**config.mk**
```make
export PLATFORM = sky130hd
export DESIGN_NAME = qtuFmb
export DESIGN_NICKNAME = d
export VERILOG_FILES = /design/src/logic/qtuPkg.sv /design/src/logic/qtuFmb.sv /design/src/logic/responseMerger.sv /design/src/logic/nextHopSelector.sv /design/src/logic/neighborTable.sv
export SDC_FILE = /design/constraint.sdc
export NUM_CORES = 1
export LEC_CHECK = 0
export BUFFER_PORTS_ARGS = -buffer_cell sky130_fd_sc_hd__buf_2
export CAP_MARGIN = 25
export CORE_ASPECT_RATIO = 0.8
export CORE_MARGIN = 2
export CORE_UTILIZATION = 30
export DETAILED_ROUTE_END_ITERATION = 8
export GPL_ROUTABILITY_DRIVEN = 0
export MAX_ROUTING_LAYER = met4
export PLACE_DENSITY = 0.49
export REMOVE_ABC_BUFFERS = 1
export SYNTH_ARGS = -nofsm -noshare
export SYNTH_HDL_FRONTEND = slang
export SYNTH_HIERARCHICAL = 1
export SYNTH_SLANG_ARGS = --single-unit
```
**constraint.sdc**
```tcl
create_clock -name clk -period 4.2 [get_ports clk]
set_clock_uncertainty 0.05 [all_clocks]
set_input_delay 0.21 -clock clk [delete_from_list [all_inputs] [get_ports clk]]
set_output_delay 0.21 -clock clk [all_outputs]
set_load 0.05 [all_outputs]
```
**src/logic/qtuPkg.sv**
```systemverilog
package qtuPkg;

    // one word carries ids, hop counts, energy and q-values
    typedef logic [15:0] nodeWord;

    // marks an unknown node or an unreachable hop count
    localparam nodeWord noNode = 16'hFFFF;

    // fields of a received packet, as handed over by the packet filter
    typedef struct packed {
        nodeWord sourceId;
        nodeWord sourceHops;
        nodeWord qValue;
        nodeWord energyLeft;
        // sender distance to its cluster head
        nodeWord hopsFromCh;
        // cluster head the sender belongs to
        nodeWord chosenCh;
    } packetInfo;

    // entry written into the neighbor table
    typedef struct packed {
        nodeWord nodeId;
        nodeWord nodeHops;
        nodeWord nodeEnergy;
        nodeWord nodeQValue;
        // slot index, 5 bits caps the table at 32 entries
        logic [4:0] neighborIndex;
        // high when the packet landed in a slot
        logic stored;
    } neighborRecord;

    // cleared record
    localparam neighborRecord emptyRecord = '0;

endpackage
```
**src/logic/qtuFmb.sv**
```systemverilog
module qtuFmb import qtuPkg::*; #(
    parameter int tableDepth = 32
) (
    input  logic          clk,
    input  logic          nrst,
    input  logic          en,
    input  logic          hbReset,
    input  logic          iAmDestination,
    input  packetInfo     pkt,
    input  nodeWord       myChosenCh,
    input  nodeWord       myHopsFromCh,
    output neighborRecord rec,
    output nodeWord       chosenHop,
    output logic          done
);

    // stage one results
    neighborRecord tableRec;
    logic          tableStrobe;
    nodeWord       bestHop;

    // q-table update side
    neighborTable #(
        .tableDepth (tableDepth)
    ) i_neighborTable (
        .clk         (clk),
        .nrst        (nrst),
        .en          (en),
        .hbReset     (hbReset),
        .pkt         (pkt),
        .myChosenCh  (myChosenCh),
        .tableRec    (tableRec),
        .tableStrobe (tableStrobe)
    );

    // next-hop search side, same strobe
    nextHopSelector i_nextHopSelector (
        .clk            (clk),
        .nrst           (nrst),
        .en             (en),
        .hbReset        (hbReset),
        .iAmDestination (iAmDestination),
        .pkt            (pkt),
        .myChosenCh     (myChosenCh),
        .myHopsFromCh   (myHopsFromCh),
        .bestHop        (bestHop)
    );

    // stage two, joint output register
    responseMerger i_responseMerger (
        .clk         (clk),
        .nrst        (nrst),
        .tableStrobe (tableStrobe),
        .tableRec    (tableRec),
        .bestHop     (bestHop),
        .rec         (rec),
        .chosenHop   (chosenHop),
        .done        (done)
    );

endmodule

```
**src/logic/responseMerger.sv**
```systemverilog
module responseMerger import qtuPkg::*; (
    input  logic          clk,
    input  logic          nrst,
    input  logic          tableStrobe,
    input  neighborRecord tableRec,
    input  nodeWord       bestHop,
    output neighborRecord rec,
    output nodeWord       chosenHop,
    output logic          done
);

    // both results are taken on the same edge
    // so rec and chosenHop always describe one packet
    always_ff @(posedge clk or negedge nrst) begin
        if (!nrst) begin
            rec       <= emptyRecord;
            chosenHop <= noNode;
        end else if (tableStrobe) begin
            rec       <= tableRec;
            chosenHop <= bestHop;
        end
    end

    // one pulse per captured response
    always_ff @(posedge clk or negedge nrst) begin
        if (!nrst) begin
            done <= 1'b0;
        end else begin
            done <= tableStrobe;
        end
    end

endmodule

```
**src/logic/nextHopSelector.sv**
```systemverilog
module nextHopSelector import qtuPkg::*; (
    input  logic      clk,
    input  logic      nrst,
    input  logic      en,
    input  logic      hbReset,
    input  logic      iAmDestination,
    input  packetInfo pkt,
    input  nodeWord   myChosenCh,
    input  nodeWord   myHopsFromCh,
    output nodeWord   bestHop
);

    // hop count a useful neighbor must have
    nodeWord hopsNeeded;
    // best q-value seen among neighbors at hopsNeeded
    nodeWord maxQ;

    logic search;
    logic chAdjacent;
    logic nearer;
    logic better;

    assign hopsNeeded = myHopsFromCh - 16'd1;

    // only data packets addressed to us drive the search
    assign search     = en && iAmDestination;
    // cluster head is our direct neighbor
    assign chAdjacent = (myHopsFromCh == 16'd1);
    // sender sits one hop closer to the cluster head
    assign nearer     = (pkt.hopsFromCh == hopsNeeded);

    // higher q wins, lower id breaks a tie
    assign better = (pkt.qValue > maxQ) ||
                    ((pkt.qValue == maxQ) && (pkt.sourceId < bestHop));

    always_ff @(posedge clk or negedge nrst) begin
        if (!nrst) begin
            maxQ    <= '0;
            bestHop <= noNode;
        end else if (hbReset) begin
            // new cluster round, forget the old winner
            maxQ    <= '0;
            bestHop <= noNode;
        end else if (search) begin
            if (chAdjacent) begin
                bestHop <= myChosenCh;
            end else if (nearer && better) begin
                maxQ    <= pkt.qValue;
                bestHop <= pkt.sourceId;
            end
        end
    end

endmodule

```
**src/logic/neighborTable.sv**
```systemverilog
module neighborTable import qtuPkg::*; #(
    parameter int tableDepth = 32
) (
    input  logic          clk,
    input  logic          nrst,
    input  logic          en,
    input  logic          hbReset,
    input  packetInfo     pkt,
    input  nodeWord       myChosenCh,
    output neighborRecord tableRec,
    output logic          tableStrobe
);

    // index width, at least one bit
    localparam int idxW = (tableDepth > 1) ? $clog2(tableDepth) : 1;

    // valid tags and stored ids
    logic [tableDepth-1:0] slotValid;
    nodeWord               slotId [tableDepth];

    logic [tableDepth-1:0] hitVec;
    logic                  anyHit;
    logic                  anyFree;
    logic [idxW-1:0]       hitIdx;
    logic [idxW-1:0]       freeIdx;
    logic                  isMember;
    logic                  accept;
    logic                  writeNew;
    neighborRecord         nextRec;

    // only packets from our own cluster are kept
    assign isMember = (pkt.chosenCh == myChosenCh);
    // heartbeat clear wins over a packet in the same cycle
    assign accept   = en && !hbReset;

    // per-slot tag compare, all slots at once
    always_comb begin
        for (int i = 0; i < tableDepth; i++) begin
            hitVec[i] = slotValid[i] && (slotId[i] == pkt.sourceId);
        end
    end

    assign anyHit  = |hitVec;
    assign anyFree = ~&slotValid;

    // one-hot to index, ids are unique so at most one hit
    always_comb begin
        hitIdx = '0;
        for (int i = 0; i < tableDepth; i++) begin
            if (hitVec[i]) begin
                hitIdx = hitIdx | idxW'(i);
            end
        end
    end

    // lowest free slot, scan downwards so the last match is the lowest
    always_comb begin
        freeIdx = '0;
        for (int i = tableDepth - 1; i >= 0; i--) begin
            if (!slotValid[i]) begin
                freeIdx = idxW'(i);
            end
        end
    end

    assign writeNew = accept && isMember && !anyHit && anyFree;

    // record fields always mirror the packet
    always_comb begin
        nextRec            = emptyRecord;
        nextRec.nodeId     = pkt.sourceId;
        nextRec.nodeHops   = pkt.sourceHops;
        nextRec.nodeEnergy = pkt.energyLeft;
        nextRec.nodeQValue = pkt.qValue;
        if (isMember && anyHit) begin
            nextRec.neighborIndex = 5'(hitIdx);
            nextRec.stored        = 1'b1;
        end else if (isMember && anyFree) begin
            nextRec.neighborIndex = 5'(freeIdx);
            nextRec.stored        = 1'b1;
        end
    end

    // valid tags and strobe
    always_ff @(posedge clk or negedge nrst) begin
        if (!nrst) begin
            slotValid   <= '0;
            tableStrobe <= 1'b0;
        end else begin
            tableStrobe <= accept;
            if (hbReset) begin
                slotValid <= '0;
            end else if (writeNew) begin
                slotValid[freeIdx] <= 1'b1;
            end
        end
    end

    // id storage and record register
    always_ff @(posedge clk) begin
        if (writeNew) begin
            slotId[freeIdx] <= pkt.sourceId;
        end
        if (accept) begin
            tableRec <= nextRec;
        end
    end

endmodule

```
==> impl_metrics.env, run 1 <==
export IMPL_status="finished clean"
export IMPL_multi_input_area_um2=10330
export IMPL_yosysWarnings=6
export IMPL_firstDrtPassIters=5
export IMPL_cts_resized=0
export IMPL_viasPerCell=4.651
export IMPL_grt_usage_pct=14.97
export IMPL_dieArea_um2=111800
export IMPL_ys_ff_latch=734
export IMPL_io_buffers=219
export IMPL_drive_gt1_share_pct=23.98
export IMPL_synth_area_top_cells="edfxtp_1, xor2_1, dfrtp_1"
export IMPL_dp_cells=3841
export IMPL_crit_arrival_ns=4.38
export IMPL_fillers=10270
export IMPL_worst_slew_pin_slew_ns=0.9187
export IMPL_cp_max_fo=21
export IMPL_drt_initial_drc_count=1325
export IMPL_endpoint_kind="flop"
export IMPL_cap_violations=0
export IMPL_cpMostUsedCell="buf_4"
export IMPL_stdcell_count=4061
export IMPL_final_setup_tns_ns=0
export IMPL_ir_drop_v=0.0002340
export IMPL_wl_um=82050
export IMPL_fin_crit_sh_pct=93.72
export IMPL_yosysMostFrequentCell="edfxtp_1"
export IMPL_cts_max_path_buffers=3
export IMPL_yosysSeqAreaShare_pct=65.10
export IMPL_path_buf_inv=4
export IMPL_grt_pass1_wl_um=124400
export IMPL_synth_edf_count=582
export IMPL_vias=18890
export IMPL_start_kind="input port"
export IMPL_cp_required_ns=4.64
export IMPL_syn_instance_count=2155
export IMPL_grt_ovfl_total=0
export IMPL_cts_tree="yes"
export IMPL_fp_dieW_um=373.4
export IMPL_yosysTopAreaCellShare_pct=53.36
export IMPL_synth_async_sr_flop_share_pct=20.71
export IMPL_whs_ns=0.1269
export IMPL_core_um2=108400
export IMPL_wire_per_inst_um=20.20
export IMPL_cp_cell_sequence="dlygate4sd3_1, buf_4, xor2_1, nor4_1, nand4_1, o32ai_1, nor4_2, o311a_2, or3b_1, buf_4, nor2_1, a311oi_1, buf_4"
export IMPL_setup_violations=0
export IMPL_ys_types=77
export IMPL_cts_made_buffers=76
export IMPL_critPathKind="input port to flop"
export IMPL_synth_area_um2=32750
export IMPL_finalHoldViolations=0
export IMPL_placed_cell_area_um2=36350
export IMPL_die_h_um=299.5
export IMPL_rows=108
export IMPL_slew_headroom_pct=38.75
export IMPL_ant_nets=0
export IMPL_pwr_density_cell_nw_per_um2=420.5
export IMPL_cts_max_level=3
export IMPL_first_global_vias=19210
export IMPL_worst_skew_pair_late_latency_ns=0.64
export IMPL_synthToLayoutAreaGrowth_pct=20.94
export IMPL_slew_violations=0
export IMPL_finalCriticalPeriod_ns=3.936
export IMPL_slowest_delay_ns=0.78
export IMPL_diodes=0
export IMPL_ff_latch_area_um2=21320
export IMPL_io_pin_count=220
export IMPL_r2r_start="i_neighborTable/slotId[27][1]$_DFFE_PP_"
export IMPL_clkSinkCount=734
export IMPL_yosys_top_cells_count="edfxtp_1, xor2_1, xnor2_1"
export IMPL_total_power_mw=16.66
export IMPL_antenna_found_initial=3
export IMPL_hpwlAfterDp_um=54740
export IMPL_yosys_most_used_dff="edfxtp_1"
export IMPL_cp_startpoint="pkt[81]"
export IMPL_hp_class="input port to flop"
export IMPL_remaining_drc_errors=0
export IMPL_p_leak_nw=14.20
export IMPL_grt_setup_unrepaired="false"
export IMPL_fmax_mhz=254.1
export IMPL_syn_avg_cell_area_um2=15.20
export IMPL_finalNetCount=2738
export IMPL_min_from="hbReset"
export IMPL_cp_top_family="compound AO/OA/AOI/OAI gates"
export IMPL_clk_pin_slew_worst_paths_ns=0.07
export IMPL_synth_top_area_cell="edfxtp_1"
export IMPL_start_util_pct=30.22
export IMPL_grt_max_degree=88
export IMPL_cp_slowest_cell="o32ai_1"
export IMPL_root_buffer="clkbuf_16"
export IMPL_final_cell_area_um2=39610
[per-layer routing]
| metal | wire length, um | vias up | track usage, % | share of wire, % |
|---|---|---|---|---|
| li1 | - | 8739 | - | - |
| met5 | 0 | - | - | 0 |
| met2 | 35630 | 420 | 21.29 | 43 |
| met1 | 41180 | 9624 | 21.87 | 50 |
| met3 | 3846 | 106 | 2.880 | 4.7 |
| met4 | 1387 | 0 | 3.624 | 1.7 |
[worst register-to-register path: stages, from the launching register on]
cell	delay (ns)
edfxtp_1	0.37
xor2_1	0.15
nor4_1	0.35
nand4_1	0.20
o32ai_1	0.78
nor4_2	0.14
o311a_2	0.18
or3b_1	0.30
buf_4	0.20
nor2_1	0.06
a311oi_1	0.68
buf_4	0.22
[report_power, final]
part,switching (mW),internal [mW]
Combinational,1.19,0.631
Clock,2.81,3.85
Sequential,0.0986,8.08
Total,4.10,12.6
[per-stage QoR]
step / setup slack (ns) / utilization, %
after floorplan: -2.136 / -
after global placement: 0.1468 / 33.54
after CTS: 0.2410 / 36.51
final: 0.2639 / 36.55
after detailed placement: 0.08650 / 33.54
after global routing: 0.09829 / 36.55
[state kept, by name (all words and copies together), names as in the netlist]
signal / cells
i_neighborTable/slotId: 512
i_neighborTable/slotValid: 32
i_neighborTable/tableRec: 70
i_neighborTable/tableStrobe: 1
i_nextHopSelector/bestHop: 16
i_nextHopSelector/maxQ: 16
i_responseMerger/chosenHop: 16
i_responseMerger/done: 1
i_responseMerger/rec: 70
[path summary, 6_finish.rpt]
| kind | to | slack, ns | cells after the start |
|---|---|---|---|
| max reg2reg | i_neighborTable/tableRec[2]$_DFFE_PP_ | 0.38 | 11 |
| min | i_neighborTable/tableRec[54]$_DFFE_PP_ | 0.13 | 3 |
| max in group asynchronous | i_neighborTable/slotValid[26]$_DFFE_PN0P_ | 2.86 | 3 |
| min in group asynchronous | i_responseMerger/rec[63]$_DFFE_PN0P_ | 0.16 | 2 |
| max | i_neighborTable/tableRec[2]$_DFFE_PP_ | 0.26 | 13 |
| min reg2reg | i_responseMerger/rec[47]$_DFFE_PN0P_ | 0.41 | 1 |
[repair_timing]
item	CTS	global route
hold endpoints to repair	217	0
endpoints found under the setup margin	0	0
setup buffers	0	0
hold buffers	81	0
[layout make-up]
class	instances	share of cell area (%)
clock inverter	33	0.8150
inverter	54	0.5117
clock buffer	104	5.272
timing repair buffer	438	8.965
tap	1430	4.517
sequential	734	53.83
multi-input combinational	1268	26.09
[layout by cell type (no fill, tap or decap), types with 18 or more instances in the layout]
| master | instances |
|---|---|
| mux2_2 | 47 |
| a211oi_1 | 18 |
| nand3_1 | 19 |
| nand2b_1 | 39 |
| clkbuf_1 | 21 |
| buf_2 | 202 |
| nand4_1 | 62 |
| mux2i_1 | 32 |
| buf_12 | 43 |
| dfrtp_1 | 119 |
| dlygate4sd3_1 | 81 |
| buf_4 | 109 |
| a21oi_1 | 28 |
| dfstp_2 | 32 |
| clkinv_2 | 19 |
| mux2_4 | 40 |
| nor3_1 | 38 |
| nor2_1 | 34 |
| nand2_1 | 55 |
| xnor2_1 | 137 |
| xor2_1 | 406 |
| ha_1 | 33 |
| edfxtp_1 | 582 |
| clkbuf_16 | 77 |
| nor4_1 | 96 |
| inv_1 | 53 |
[cells by family after synthesis]
group                      Yosys count  share of synthesized area [%]
AOI/OAI and AO/OA                  146                          3.190
xor gates and xnor gates           544                          14.57
adders and majority gates           33                          1.261
buffers and inverters              153                          3.698
DFF                                734                          65.10
muxes                              121                          4.531
and+or+nand+nor                    424                          7.652
Power figures use the tool's default switching activity.
==> run 2: changes to the inputs <==
==> constraint.sdc (replaced) <==
create_clock -name clk -period 4.2 [get_ports clk]
set_clock_uncertainty 0.05 [all_clocks]
set_input_delay 0.63 -clock clk [delete_from_list [all_inputs] [get_ports clk]]
set_output_delay 0.63 -clock clk [all_outputs]
set_load 0.05 [all_outputs]
==> impl_metrics.env, run 2 (synthesis results as in run 1) <==
export IMPL_status="finished clean"
export IMPL_first_global_vias=19120
export IMPL_cp_max_fo=19
export IMPL_cp_top_family="simple AND/OR/NAND/NOR gates"
export IMPL_clkSinkCount=734
export IMPL_cts_made_buffers=78
export IMPL_largestRegisters="i_neighborTable/slotId (512), i_neighborTable/tableRec (70), i_responseMerger/rec (70)"
export IMPL_r2r_end="i_neighborTable/tableRec[2]$_DFFE_PP_"
export IMPL_remaining_drc_errors=0
export IMPL_ir_drop_v=0.0002591
export IMPL_r2r_start="i_neighborTable/slotId[7][4]$_DFFE_PP_"
export IMPL_core_um2=108400
export IMPL_cpMostUsedCell="buf_4"
export IMPL_regMostFlops="i_neighborTable/slotId"
export IMPL_viasPerCell=4.645
export IMPL_fin_crit_sh_pct=95.82
export IMPL_vias=18770
export IMPL_finalHoldViolations=0
export IMPL_setup_violations=0
export IMPL_slowest_delay_ns=0.82
export IMPL_worst_slew_pin_slew_ns=1.010
export IMPL_cp_required_ns=4.64
export IMPL_pwr_density_cell_nw_per_um2=418.1
export IMPL_cts_resized=0
export IMPL_start_kind="input port"
export IMPL_ant_nets=0
export IMPL_worst_skew_pair_late_latency_ns=0.66
export IMPL_crit_arrival_ns=4.46
export IMPL_grt_max_degree=65
export IMPL_whs_ns=0.09527
export IMPL_antenna_found_initial=2
export IMPL_finalNetCount=2715
export IMPL_cts_tree="yes"
export IMPL_grt_ovfl_total=0
export IMPL_min_to="i_neighborTable/tableRec[52]$_DFFE_PP_"
export IMPL_r2r_setup_slack_ns=0.21
export IMPL_pre_cts_slack_ns=-0.4297
export IMPL_ff_latch_area_um2=21320
export IMPL_cp_slowest_cell="a311oi_1"
export IMPL_start_util_pct=30.22
export IMPL_grt_setup_unrepaired="false"
export IMPL_root_buffer="clkbuf_16"
export IMPL_firstDrtPassIters=5
export IMPL_layout_common_cells="edfxtp_1, xor2_1, buf_2"
export IMPL_slew_headroom_pct=32.19
export IMPL_diodes=0
export IMPL_hpwlAfterDp_um=55350
export IMPL_total_power_mw=16.53
export IMPL_io_buffers=219
export IMPL_slew_violations=0
export IMPL_multi_input_area_um2=10330
export IMPL_dieArea_um2=111800
export IMPL_min_from="pkt[78]"
export IMPL_cts_max_path_buffers=3
export IMPL_path_buf_inv=5
export IMPL_wl_um=81510
export IMPL_largest_register_ff_count=512
export IMPL_hp_class="input port to flop"
export IMPL_fillers=10310
export IMPL_p_leak_nw=14.19
export IMPL_drive_gt1_share_pct=26.02
export IMPL_grt_pass1_wl_um=123700
export IMPL_fin_ws_ns=0.1755
export IMPL_cts_max_level=3
export IMPL_clk_pin_slew_worst_paths_ns=0.06
export IMPL_reg2reg_depth=12
export IMPL_wire_per_inst_um=20.18
export IMPL_final_setup_tns_ns=0
export IMPL_die_h_um=299.5
export IMPL_fmax_mhz=248.5
export IMPL_grt_usage_pct=14.85
export IMPL_min_path_cells=1
export IMPL_io_pin_count=220
export IMPL_synthToLayoutAreaGrowth_pct=20.75
export IMPL_finalCriticalPeriod_ns=4.025
export IMPL_cap_violations=0
export IMPL_cp_cell_sequence="buf_4, buf_12, xnor2_1, nand4_1, nor4_1, and3_1, nor3_1, buf_4, nand3_1, or3b_1, buf_4, nor2_1, a311oi_1, buf_4"
export IMPL_endpoint_kind="flop"
export IMPL_layout_commonest_cell="edfxtp_1"
export IMPL_critPathKind="input port to flop"
export IMPL_rows=108
export IMPL_fp_dieW_um=373.4
export IMPL_drt_initial_drc_count=1217
==> run 2: cell types whose count changed in the layout (fill, tap and decap cells not counted), sizes merged <==
cell	delta
bufinv	-4
clkbuf	-3
inv	+2
clkinv	+9
buf	+55
dlygate4sd3	-80
==> run 2: timing repair <==
item,in CTS,in global routing
setup buffers,0,0
hold buffers,1,0
hold endpoints to repair,47,0
==> run 2: cell type report <==
type                            count  area share, %
Timing Repair Buffer              413          8.833
Multi-Input combinational cell   1268          26.13
Sequential cell                   734          53.92
Clock inverter                     40         0.7688
Inverter                           54         0.5125
Clock buffer                      101          5.312
Tap cell                         1430          4.524
==> run 2: worst max-delay path by stage <==
stage,from,to,slack (ns),depth (start not counted)
2_1_floorplan,hbReset,i_neighborTable/slotId[13][0]$_DFFE_PP_,-2.56,5
3_3_place_gp,pkt[81],i_neighborTable/tableRec[2]$_DFFE_PP_,-0.40,14
3_5_place_dp,pkt[85],i_neighborTable/tableRec[2]$_DFFE_PP_,-0.43,14
5_1_grt,pkt[85],i_neighborTable/tableRec[2]$_DFFE_PP_,0.04,14
4_1_cts,pkt[81],i_neighborTable/tableRec[2]$_DFFE_PP_,0.25,14
6_report,pkt[81],i_neighborTable/tableRec[2]$_DFFE_PP_,0.18,14
==> run 2: per-stage QoR <==
step | util, % | cells | area (um2)
2_1_floorplan | - | 2056 | 31740
3_3_place_gp | 34.25 | 3897 | 37120
3_5_place_dp | 34.25 | 3897 | 37120
4_1_cts | 36.48 | 4039 | 39540
5_1_grt | 36.49 | 4040 | 39550
6_report | 36.49 | 4040 | 39550
==> run 2: power breakdown <==
part	total, mW	internal (mW)	switching, mW
clock	6.57	3.68	2.89
combinational	1.79	0.614	1.17
sequential	8.18	8.08	0.105
==> run 2: per-layer routing <==
layer,global-route usage [%],part of all wire (%),vias up
met2,21.67,44,412
met5,-,0,-
met1,21.55,50,9545
li1,-,-,8706
met4,3.239,1.6,0
met3,2.542,4.2,104
==> run 3: changes to the inputs <==
--- a/config.mk
+++ b/config.mk
@@ -10,6 +10,7 @@
 export CORE_ASPECT_RATIO = 0.8
 export CORE_MARGIN = 2
 export CORE_UTILIZATION = 30
+export CTS_BUF_LIST = sky130_fd_sc_hd__clkbuf_2 sky130_fd_sc_hd__clkbuf_4 sky130_fd_sc_hd__clkbuf_8
 export DETAILED_ROUTE_END_ITERATION = 8
 export GPL_ROUTABILITY_DRIVEN = 0
 export MAX_ROUTING_LAYER = met4
==> impl_metrics.env, run 3 (synthesis results as in run 1) <==
export IMPL_firstDrtPassIters=5
export IMPL_utilization_pct=36.89
export IMPL_rows=108
export IMPL_cp_required_ns=4.62
export IMPL_cts_max_level=3
export IMPL_root_buffer="clkbuf_8"
export IMPL_clkSinkCount=734
export IMPL_worst_slew_pin_slew_ns=0.9506
export IMPL_ir_drop_v=0.0002304
export IMPL_stdcell_count=4162
export IMPL_pwr_density_cell_nw_per_um2=405.8
export IMPL_ant_nets=0
export IMPL_grt_usage_pct=15.06
export IMPL_regMostFlops="i_neighborTable/slotId"
export IMPL_placed_cell_area_um2=37120
export IMPL_status="finished clean"
export IMPL_crit_arrival_ns=4.46
export IMPL_wire_per_inst_um=19.91
export IMPL_finalCriticalPeriod_ns=4.038
export IMPL_cap_violations=0
export IMPL_dp_cells=3897
export IMPL_dieArea_um2=111800
export IMPL_hpwlAfterDp_um=55350
export IMPL_p_leak_nw=14.47
export IMPL_synthToLayoutAreaGrowth_pct=22.08
export IMPL_antenna_found_initial=4
export IMPL_largestRegisters="i_neighborTable/slotId (512), i_neighborTable/tableRec (70), i_responseMerger/rec (70)"
export IMPL_finalHoldViolations=0
export IMPL_endpoint_kind="flop"
export IMPL_start_kind="input port"
export IMPL_die_h_um=299.5
export IMPL_slew_headroom_pct=36.63
export IMPL_final_cell_area_um2=39980
export IMPL_grt_pass1_wl_um=125700
export IMPL_core_um2=108400
export IMPL_viasPerCell=4.595
export IMPL_io_buffers=219
export IMPL_cts_max_path_buffers=3
export IMPL_wl_um=82870
export IMPL_drive_gt1_share_pct=27.87
export IMPL_drt_initial_drc_count=1297
export IMPL_layout_common_cells="edfxtp_1, xor2_1, buf_2"
export IMPL_cts_made_buffers=115
export IMPL_grt_ovfl_total=0
export IMPL_fin_crit_sh_pct=96.14
export IMPL_final_setup_tns_ns=0
export IMPL_fp_dieW_um=373.4
export IMPL_fmax_mhz=247.7
export IMPL_whs_ns=0.1019
export IMPL_first_global_vias=19730
export IMPL_grt_setup_unrepaired="false"
export IMPL_largest_register_ff_count=512
export IMPL_start_util_pct=30.22
export IMPL_hp_class="input port to flop"
export IMPL_fillers=10360
export IMPL_clk_pin_slew_worst_paths_ns=0.06
export IMPL_remaining_drc_errors=0
export IMPL_finalNetCount=2801
export IMPL_vias=19130
export IMPL_io_pin_count=220
export IMPL_layout_commonest_cell="edfxtp_1"
export IMPL_setup_violations=0
export IMPL_critPathKind="input port to flop"
export IMPL_cp_max_fo=17
export IMPL_worst_skew_pair_late_latency_ns=0.79
export IMPL_slew_violations=0
export IMPL_grt_max_degree=65
export IMPL_cts_tree="yes"
## run 3: cell types whose count changed in the layout (fill, tap and decap cells not counted), sizes merged
cell / delta
diode: +1
clkinv: +8
bufinv: +3
clkinvlp: -1
dlygate4sd3: +49
clkbuf: +62
## run 3: final cells by class
cell class	instances	area [um2]	share of cell area, %
clock inverters	50	374.1	0.9357
clock buffers	163	1962	4.907
repair buffers	462	3984	9.964
well taps	1430	1789	4.475
multi-input cells	1268	10340	25.87
inverters	54	202.7	0.5070
diodes	1	2.502	0.006259
flip-flops and latches	734	21320	53.33
## run 3: worst max-delay path, cell delays in order
cell and delay (ns):
dlygate4sd3_1 0.52, buf_4 0.14, buf_12 0.19, buf_4 0.23
xor2_1 0.15, nor3_1 0.07, nand4_1 0.23, o22ai_1 0.13
nor3_2 0.22, buf_4 0.17, nand3_1 0.11, or3b_1 0.53
buf_4 0.26, or4_4 0.56, inv_1 0.12, buf_12 0.15
## run 3: timing repair
item | 4_1_cts | 5_1_grt
endpoints found under the hold margin | 99 | 0
buffers inserted | 0 | 0
hold buffers | 50 | 0
setup endpoints to repair | 0 | 17
resized for setup | 0 | 2
## run 3: worst paths after layout
check | startpoint | endpoint | slack, ns | depth (start not counted)
max in group asynchronous | nrst | i_neighborTable/slotValid[7]$_DFFE_PN0P_ | 2.72 | 3
worst max-delay path | pkt[82] | i_neighborTable/slotId[5][11]$_DFFE_PP_ | 0.16 | 16
worst max register to register | i_neighborTable/slotId[14][12]$_DFFE_PP_ | i_neighborTable/slotId[5][11]$_DFFE_PP_ | 0.55 | 13
min in group asynchronous | nrst | i_responseMerger/rec[55]$_DFFE_PN0P_ | 0.36 | 2
worst min-delay path | pkt[84] | i_neighborTable/slotId[31][4]$_DFFE_PP_ | 0.10 | 1
worst min register to register | i_neighborTable/tableRec[45]$_DFFE_PP_ | i_responseMerger/rec[45]$_DFFE_PN0P_ | 0.42 | 1
## run 3: where the power goes
part / switching, mW / internal [mW] / total [mW]
sequential: 0.106 / 8.08 / 8.18
clock: 2.89 / 3.32 / 6.22
combinational: 1.18 / 0.643 / 1.83
## run 3: per-stage QoR
stage               total power, mW  setup slack, ns
global route                  16.90           0.1024
global placement              10.12          -0.4050
finish                        16.23           0.1621
detailed placement            10.14          -0.4297
floorplan                     9.307           -2.556
CTS                           16.49          0.01358
## run 3: layer usage
layer | track usage, % | wire [um]
met4 | 3.326 | 1360
met5 | - | 0
met1 | 21.75 | 41570
met2 | 22.03 | 36290
met3 | 2.662 | 3651
